### config.mk
export PLATFORM = sky130hd
export DESIGN_NAME = calculator_top
export DESIGN_NICKNAME = d
export VERILOG_FILES = /design/src/calc_key_pkg.sv /design/src/calc_result_pkg.sv /design/src/calc_result_if.sv /design/src/accumulate_execute.sv /design/src/bcd_result.sv /design/src/calculator_top.sv /design/src/key_decode.sv
export VERILOG_INCLUDE_DIRS = /design/src /design/src/src
export SDC_FILE = /design/constraint.sdc
export NUM_CORES = 2
export LEC_CHECK = 0
export ABC_AREA = 1
export ABC_CLOCK_PERIOD_IN_PS = 84000
export BUFFER_PORTS_ARGS = -buffer_cell sky130_fd_sc_hd__buf_4
export CORE_MARGIN = 8
export CORE_UTILIZATION = 63
export DETAILED_ROUTE_END_ITERATION = 8
export PLACE_DENSITY = 0.79
export SKIP_LAST_GASP = 1
export SYNTH_ARGS = -nofsm -noshare
export SYNTH_HDL_FRONTEND = slang
export SYNTH_SLANG_ARGS = --single-unit
### constraint.sdc
create_clock -name rst -period 84 [get_ports rst]
set_clock_uncertainty 0.2 [all_clocks]
set_input_delay 4.2 -clock rst [delete_from_list [all_inputs] [get_ports rst]]
set_output_delay 4.2 -clock rst [all_outputs]
set_load 0.01 [all_outputs]
### src/calc_consts.svh
`ifndef CALC_CONSTS_SVH
`define CALC_CONSTS_SVH

// accumulator and term width
`define CALC_WIDTH 32

// BCD digits out of the converter
// 10 digits hold the magnitude 2^31
`define CALC_DIGITS 10

// key groups on the keypad
`define NUM_DIGIT_KEYS 10
`define NUM_OP_KEYS 5

`endif

### src/calc_key_pkg.sv
package calc_key_pkg;

    // what a key event carries
    typedef enum logic
    {
        KEY_DIGIT = 1'b0,
        KEY_OP    = 1'b1
    } key_kind_t;

    // operator keys in index order 0 to 4
    typedef enum logic [3:0]
    {
        OP_ADD = 4'd0,
        OP_SUB = 4'd1,
        OP_MUL = 4'd2,
        OP_DIV = 4'd3,
        OP_EQU = 4'd4
    } calc_op_t;

    // one key word, read by key_kind
    typedef union packed
    {
        logic [3:0] digit;  // 0..9
        calc_op_t   op;
    } key_word_u;

endpackage

### src/calc_result_pkg.sv
`include "calc_consts.svh"

package calc_result_pkg;

    typedef logic [3:0] bcd_digit_t;

    // digit 0 is the least significant
    typedef bcd_digit_t [`CALC_DIGITS-1:0] bcd_result_t;

endpackage

### src/calc_result_if.sv
`timescale 1ns/100ps

`include "calc_consts.svh"

// four-phase transfer of the finished total
// req up, ack up, req down, ack down
interface calc_result_if;

    logic                          req;
    logic                          ack;
    logic signed [`CALC_WIDTH-1:0] total;    // held while req or ack high
    logic                          div_err;  // a divide by zero happened

    modport exec_mp
    (
        output req,
        output total,
        output div_err,
        input  ack
    );

    modport res_mp
    (
        input  req,
        input  total,
        input  div_err,
        output ack
    );

endinterface

### src/accumulate_execute.sv
`timescale 1ns/100ps

`include "calc_consts.svh"

module accumulate_execute
(
    input  logic                    rst,
    input  logic                    clk_100hz,
    input  logic                    key_valid,
    input  calc_key_pkg::key_kind_t key_kind,
    input  calc_key_pkg::key_word_u key_word,
    calc_result_if.exec_mp          res
);
    import calc_key_pkg::*;

    logic signed [`CALC_WIDTH-1:0] term;
    logic signed [`CALC_WIDTH-1:0] acc;
    calc_op_t                      pend_op;
    logic                          err_q;      // sticky divide by zero
    logic                          req_q;
    logic                          drain;      // req down, waiting for ack low
    logic                          busy;
    logic                          take;
    logic                          is_equ;
    logic signed [`CALC_WIDTH-1:0] op_result;
    logic                          op_divz;

    assign busy    = req_q | drain;
    assign take    = key_valid & ~busy;   // events while busy are lost
    assign is_equ  = (key_kind == KEY_OP) && (key_word.op == OP_EQU);
    assign res.req = req_q;

    // accumulator combined with term by the pending operator
    always_comb
    begin
        op_divz = 1'b0;
        case (pend_op)
            OP_ADD: op_result = acc + term;
            OP_SUB: op_result = acc - term;
            OP_MUL: op_result = acc * term;   // low bits only
            OP_DIV:
            begin
                if (term == 0)
                begin
                    op_result = '0;
                    op_divz   = 1'b1;
                end
                else
                    op_result = acc / term;   // truncates toward zero
            end
            default: op_result = acc;
        endcase
    end

    always_ff @(posedge rst or posedge clk_100hz)
    begin
        if (clk_100hz)
        begin
            term    <= '0;
            acc     <= '0;
            pend_op <= OP_ADD;
            err_q   <= 1'b0;
            req_q   <= 1'b0;
            drain   <= 1'b0;
        end
        else
        begin
            if (req_q && res.ack)
            begin
                req_q <= 1'b0;
                drain <= 1'b1;
            end
            else if (drain && !res.ack)
                drain <= 1'b0;

            if (take)
            begin
                if (key_kind == KEY_DIGIT)
                    term <= term * 10 + {{(`CALC_WIDTH-4){1'b0}}, key_word.digit};
                else if (is_equ)
                begin
                    // next calculation starts from zero with add
                    acc     <= '0;
                    term    <= '0;
                    err_q   <= 1'b0;
                    pend_op <= OP_ADD;
                    req_q   <= 1'b1;
                end
                else
                begin
                    acc     <= op_result;
                    err_q   <= err_q | op_divz;
                    term    <= '0;
                    pend_op <= key_word.op;
                end
            end
        end
    end

    // total stays put for the whole handshake
    always_ff @(posedge rst)
    begin
        if (take && is_equ)
        begin
            res.total   <= op_result;
            res.div_err <= err_q | op_divz;
        end
    end

endmodule

### src/bcd_result.sv
`timescale 1ns/100ps

`include "calc_consts.svh"

module bcd_result
(
    input  logic                         rst,
    input  logic                         clk_100hz,
    calc_result_if.res_mp                res,
    output calc_result_pkg::bcd_result_t result_bcd,
    output logic                         result_neg,
    output logic                         result_err,
    output logic                         result_done
);
    import calc_result_pkg::*;

    localparam int CNT_W = $clog2(`CALC_WIDTH + 1);

    logic                     ack_q;
    logic                     conv;       // shift-and-add-3 running
    logic [CNT_W-1:0]         step_cnt;
    logic                     start;
    logic                     finish;
    logic [`CALC_WIDTH-1:0]   mag;
    logic                     neg_q;
    logic                     err_q;
    bcd_result_t              bcd_work;
    logic [4*`CALC_DIGITS-1:0] bcd_adj;

    assign res.ack = ack_q;
    assign start   = res.req & ~ack_q & ~conv;
    assign finish  = conv && (step_cnt == CNT_W'(`CALC_WIDTH));

    // add 3 to every digit above 4 before the shift
    always_comb
    begin
        for (int i = 0; i < `CALC_DIGITS; i++)
            bcd_adj[4*i +: 4] = (bcd_work[i] > 4'd4) ? bcd_work[i] + 4'd3 : bcd_work[i];
    end

    always_ff @(posedge rst or posedge clk_100hz)
    begin
        if (clk_100hz)
        begin
            ack_q       <= 1'b0;
            conv        <= 1'b0;
            step_cnt    <= '0;
            result_bcd  <= '0;
            result_neg  <= 1'b0;
            result_err  <= 1'b0;
            result_done <= 1'b0;
        end
        else
        begin
            result_done <= 1'b0;
            if (start)
            begin
                conv     <= 1'b1;
                step_cnt <= '0;
            end
            else if (finish)
            begin
                conv        <= 1'b0;
                ack_q       <= 1'b1;
                result_done <= 1'b1;
                result_bcd  <= bcd_work;
                result_neg  <= neg_q;
                result_err  <= err_q;
            end
            else if (conv)
                step_cnt <= step_cnt + 1'b1;
            else if (ack_q && !res.req)
                ack_q <= 1'b0;   // last phase
        end
    end

    // sign-magnitude, then one bit per cycle msb first
    always_ff @(posedge rst)
    begin
        if (start)
        begin
            neg_q    <= res.total[`CALC_WIDTH-1];
            err_q    <= res.div_err;
            mag      <= res.total[`CALC_WIDTH-1] ? -res.total : res.total;
            bcd_work <= '0;
        end
        else if (conv && !finish)
        begin
            bcd_work <= {bcd_adj[4*`CALC_DIGITS-2:0], mag[`CALC_WIDTH-1]};
            mag      <= {mag[`CALC_WIDTH-2:0], 1'b0};
        end
    end

endmodule

### src/calculator_top.sv
`timescale 1ns/100ps

`include "calc_consts.svh"

module calculator_top
(
    input  logic                         rst,
    input  logic                         clk_100hz,
    input  logic [`NUM_DIGIT_KEYS-1:0]   digit_keys,
    input  logic [`NUM_OP_KEYS-1:0]      op_keys,   // add, sub, mul, div, equals
    output calc_result_pkg::bcd_result_t result_bcd,
    output logic                         result_neg,
    output logic                         result_err,
    output logic                         result_done
);
    import calc_key_pkg::*;

    logic      key_valid;
    key_kind_t key_kind;
    key_word_u key_word;

    // execute to result handshake
    calc_result_if res_bus ();

    key_decode u_key_decode
    (
        .rst        (rst),
        .clk_100hz  (clk_100hz),
        .digit_keys (digit_keys),
        .op_keys    (op_keys),
        .key_valid  (key_valid),
        .key_kind   (key_kind),
        .key_word   (key_word)
    );

    accumulate_execute u_accumulate_execute
    (
        .rst       (rst),
        .clk_100hz (clk_100hz),
        .key_valid (key_valid),
        .key_kind  (key_kind),
        .key_word  (key_word),
        .res       (res_bus.exec_mp)
    );

    bcd_result u_bcd_result
    (
        .rst         (rst),
        .clk_100hz   (clk_100hz),
        .res         (res_bus.res_mp),
        .result_bcd  (result_bcd),
        .result_neg  (result_neg),
        .result_err  (result_err),
        .result_done (result_done)
    );

endmodule

### src/key_decode.sv
`timescale 1ns/100ps

`include "calc_consts.svh"

module key_decode
(
    input  logic                        rst,
    input  logic                        clk_100hz,
    input  logic [`NUM_DIGIT_KEYS-1:0]  digit_keys,
    input  logic [`NUM_OP_KEYS-1:0]     op_keys,
    output logic                        key_valid,
    output calc_key_pkg::key_kind_t     key_kind,
    output calc_key_pkg::key_word_u     key_word
);
    import calc_key_pkg::*;

    logic [`NUM_DIGIT_KEYS-1:0] digit_s1;
    logic [`NUM_DIGIT_KEYS-1:0] digit_s2;
    logic [`NUM_OP_KEYS-1:0]    op_s1;
    logic [`NUM_OP_KEYS-1:0]    op_s2;
    logic                       any_key;
    logic                       any_d;
    logic                       key_rise;
    key_kind_t                  kind_next;
    key_word_u                  word_next;

    assign any_key  = (|digit_s2) | (|op_s2);
    assign key_rise = any_key & ~any_d;   // first key after all released

    always_ff @(posedge rst or posedge clk_100hz)
    begin
        if (clk_100hz)
        begin
            digit_s1  <= '0;
            digit_s2  <= '0;
            op_s1     <= '0;
            op_s2     <= '0;
            any_d     <= 1'b0;
            key_valid <= 1'b0;
        end
        else
        begin
            digit_s1  <= digit_keys;
            digit_s2  <= digit_s1;
            op_s1     <= op_keys;
            op_s2     <= op_s1;
            any_d     <= any_key;
            key_valid <= key_rise;
        end
    end

    // lowest index wins, digits over operators
    always_comb
    begin
        kind_next = KEY_DIGIT;
        word_next = '0;
        for (int i = `NUM_OP_KEYS - 1; i >= 0; i--)
        begin
            if (op_s2[i])
            begin
                kind_next    = KEY_OP;
                word_next.op = calc_op_t'(i);
            end
        end
        for (int i = `NUM_DIGIT_KEYS - 1; i >= 0; i--)
        begin
            if (digit_s2[i])
            begin
                kind_next       = KEY_DIGIT;
                word_next.digit = 4'(i);
            end
        end
    end

    // code held with the strobe
    always_ff @(posedge rst)
    begin
        if (key_rise)
        begin
            key_kind <= kind_next;
            key_word <= word_next;
        end
    end

endmodule

==> results.yml <==
outcome:
  status: "complete, but fails checks"
  violations: "design-rule violations"
global_route:
  grt_pass1_wl_um: 328500
  grt_max_degree: 98
  antenna_found_initial: 1
  grt-ovfl-total: 0
  grt_pass1_vias: 61250
  grt_util_all_layers_pct: 36.21
final_layout:
  final_cell_mix: "nand2_1 (2454), inv_1 (1785), ha_1 (785)"
  antenna_cells: 0
  final_nets: 10900
  area_growth_pct: 7.628
  nFillCells: 8883
  drive_above_1_share_pct: 9.457
  layout_commonest_cell: "nand2_1"
sta:
  setup_viol: 0
  fin_crit_ns: 78.02
  slew_headroom_pct: 13.99
  fmax_ghz: 0.01282
  hold_viol_final: 0
  fin_crit_sh_pct: 92.88
  fin_hold_ws_ns: 0.1461
  setup_tns_ns: 0
  final_max_slew_viol_count: 0
  worst_pin_slew_ns: 1.289
drt:
  viasPerCell: 5.899
  dr.pass1.iters: 8
  ant_nets: 0
  drc: 1
  drt_iter0_markers: 6361
  wl_um: 213400
  wl_per_cell_um: 19.30
  dr_total_vias: 65210
place:
  gp_congestion: 1.072
  hpwl_um: 164700
  io_buffers: 59
logic_synthesis:
  ys_async_sr_fraction_pct: 57.89
  ys_seq_area_share_pct: 10.68
  yosysUniqueCellTypes: 99
  synth_edf_count: 72
  synth_area_per_cell_um2: 6.635
  synth_warnings: 0
  synth_seq_cells: 266
  syn_nets: 10850
  synthCells: 9623
  netlist_area_um2: 63850
  synth_ff_type: "dfrtp_1"
setup_path:
  end_kind: "flop"
  required_ns: 84.16
  slowest_delay_ns: 0.37
  crit_slowest_cell: "dfrtp_1"
  cp_data_arrival_time_ns: 78.18
  critPathMaxFanout: 42
  critical_path_class: "reg -> reg"
  cp-start-kind: "flop"
  timing.critical_path.mode_cell: "nand2_1"
job:
  maxCapViolations: 0
clock_network:
  cts_sinks: 266
  cts_tree: "yes"
  insertion_delay_ns: 0.62
  cts_buffers: 30
  clk_path_buf_depth: 3
  cts.reportedPaths.clkPinSlew_ns: 0.07
  cts-root-buf: "clkbuf_16"
  htree_levels: 1
die:
  rows: 116
  die_w_um: 334.4
  initial_core_util_pct: 63.67
  pin_count: 60
  die_h_um: 334.4
  core_area_um2: 100300
  dieArea_um2: 111800
hold_path:
  hold_path.class: "reg -> reg"
state kept, by name, indices dropped and copies added, names as in the netlist, 6 cells and up:
register	flops
u_bcd_result.step_cnt	6
u_accumulate_execute.term	32
u_key_decode.digit_s1	10
u_bcd_result.bcd_work	40
u_bcd_result.mag	32
u_bcd_result.result_bcd	40
u_accumulate_execute.acc	32
u_accumulate_execute.res.total	32
u_key_decode.digit_s2	10
synth_stat cells, drive strengths merged (93+ instances only):
cell / instances / area, um2
xor2: 299 / 2619
nand2: 2536 / 9714
fa: 411 / 8228
ha: 795 / 9947
nor3: 112 / 613.1
nor2: 628 / 2629
a21oi: 605 / 3103
xnor2: 188 / 1647
buf: 113 / 644.4
clkbuf: 174 / 938.4
inv: 1841 / 6913
or2: 98 / 615.6
o21ai: 562 / 2940
nand3: 414 / 2192
dfrtp: 154 / 3854
nand4: 93 / 609.3
area by class of cell:
| type | instances | area [um2] | area share, % |
|---|---|---|---|
| sequential | 266 | 6838 | 9.950 |
| tap | 1357 | 1698 | 2.471 |
| timing repair inverter | 5 | 36.28 | 0.05280 |
| clock buffer | 33 | 793.3 | 1.154 |
| clock inverter | 23 | 297.8 | 0.4333 |
| multi-input combinational | 7223 | 49700 | 72.32 |
| timing repair buffer | 293 | 2323 | 3.381 |
| inverter | 1854 | 7038 | 10.24 |
per-stage QoR:
stage	setup slack, ns	std cells	cell area (um2)	utilization [%]
floorplan	11.04	9623	63850	-
global placement	-0.1114	10860	65300	65.11
detailed placement	-3.169	10860	65300	65.11
CTS	0.08218	10920	66540	66.35
global route	-0.9605	11050	68720	68.52
finish	5.980	11050	68720	68.52
cell families after synthesis:
family                   count (synthesis)  share of synthesized area, %
AND/OR/NAND/NOR                       3967                         26.55
buffers and inverters                 2141                         13.41
AO/OA/AOI/OAI                         1545                         14.05
adder cells (fa/ha/maj)               1206                         28.46
XOR/XNOR                               487                         6.680
flip-flops                             266                         10.68
multiplexers                            11                        0.1724
layer usage:
layer  wire length [um]  vias to the layer above  track usage, %
li1                   -                    30700               -
met1              84970                    30430           46.71
met2              94200                     3211           58.64
met3              19800                      861           5.396
met4              14390                        2           18.97
met5                 11                        -               0
worst max-delay path, delay by kind of cell, from the launching register on:
kind            cells  cell delay, ns
compound gates    179           26.92
xor+xnor            3            0.48
fa+ha+maj          31            9.86
buf+inv            99            8.93
flops               1            0.37
simple gates      310           30.72
what timing repair did:
item,CTS,global route
cloned,1,12
setup buffers,5,118
resized for setup,30,301
hold buffers,0,0
endpoints found under the setup margin,64,64
pin swaps,3,78
path summary, 6_finish.rpt:
kind,start,endpoint,slack (ns),cells past startpoint
max,u_accumulate_execute.term[4]$_DFFE_PP0P_,u_accumulate_execute.res.total[27]$_DFFE_PP_,5.98,622
min in group asynchronous,clk_100hz,u_bcd_result.result_bcd[12]$_DFFE_PP0P_,3.58,2
min reg2reg,u_key_decode.digit_s1[7]$_DFF_PP0_,u_key_decode.digit_s2[7]$_DFF_PP0_,0.15,0
max in group asynchronous,clk_100hz,u_accumulate_execute.term[9]$_DFFE_PP0P_,78.46,3
min,u_key_decode.digit_s1[7]$_DFF_PP0_,u_key_decode.digit_s2[7]$_DFF_PP0_,0.15,0
max reg2reg,u_accumulate_execute.term[4]$_DFFE_PP0P_,u_accumulate_execute.res.total[27]$_DFFE_PP_,5.98,622
Power is left out: the tool's default activity adds up to more than one toggle a clock period on the data nets, which glitch-free logic cannot reach.
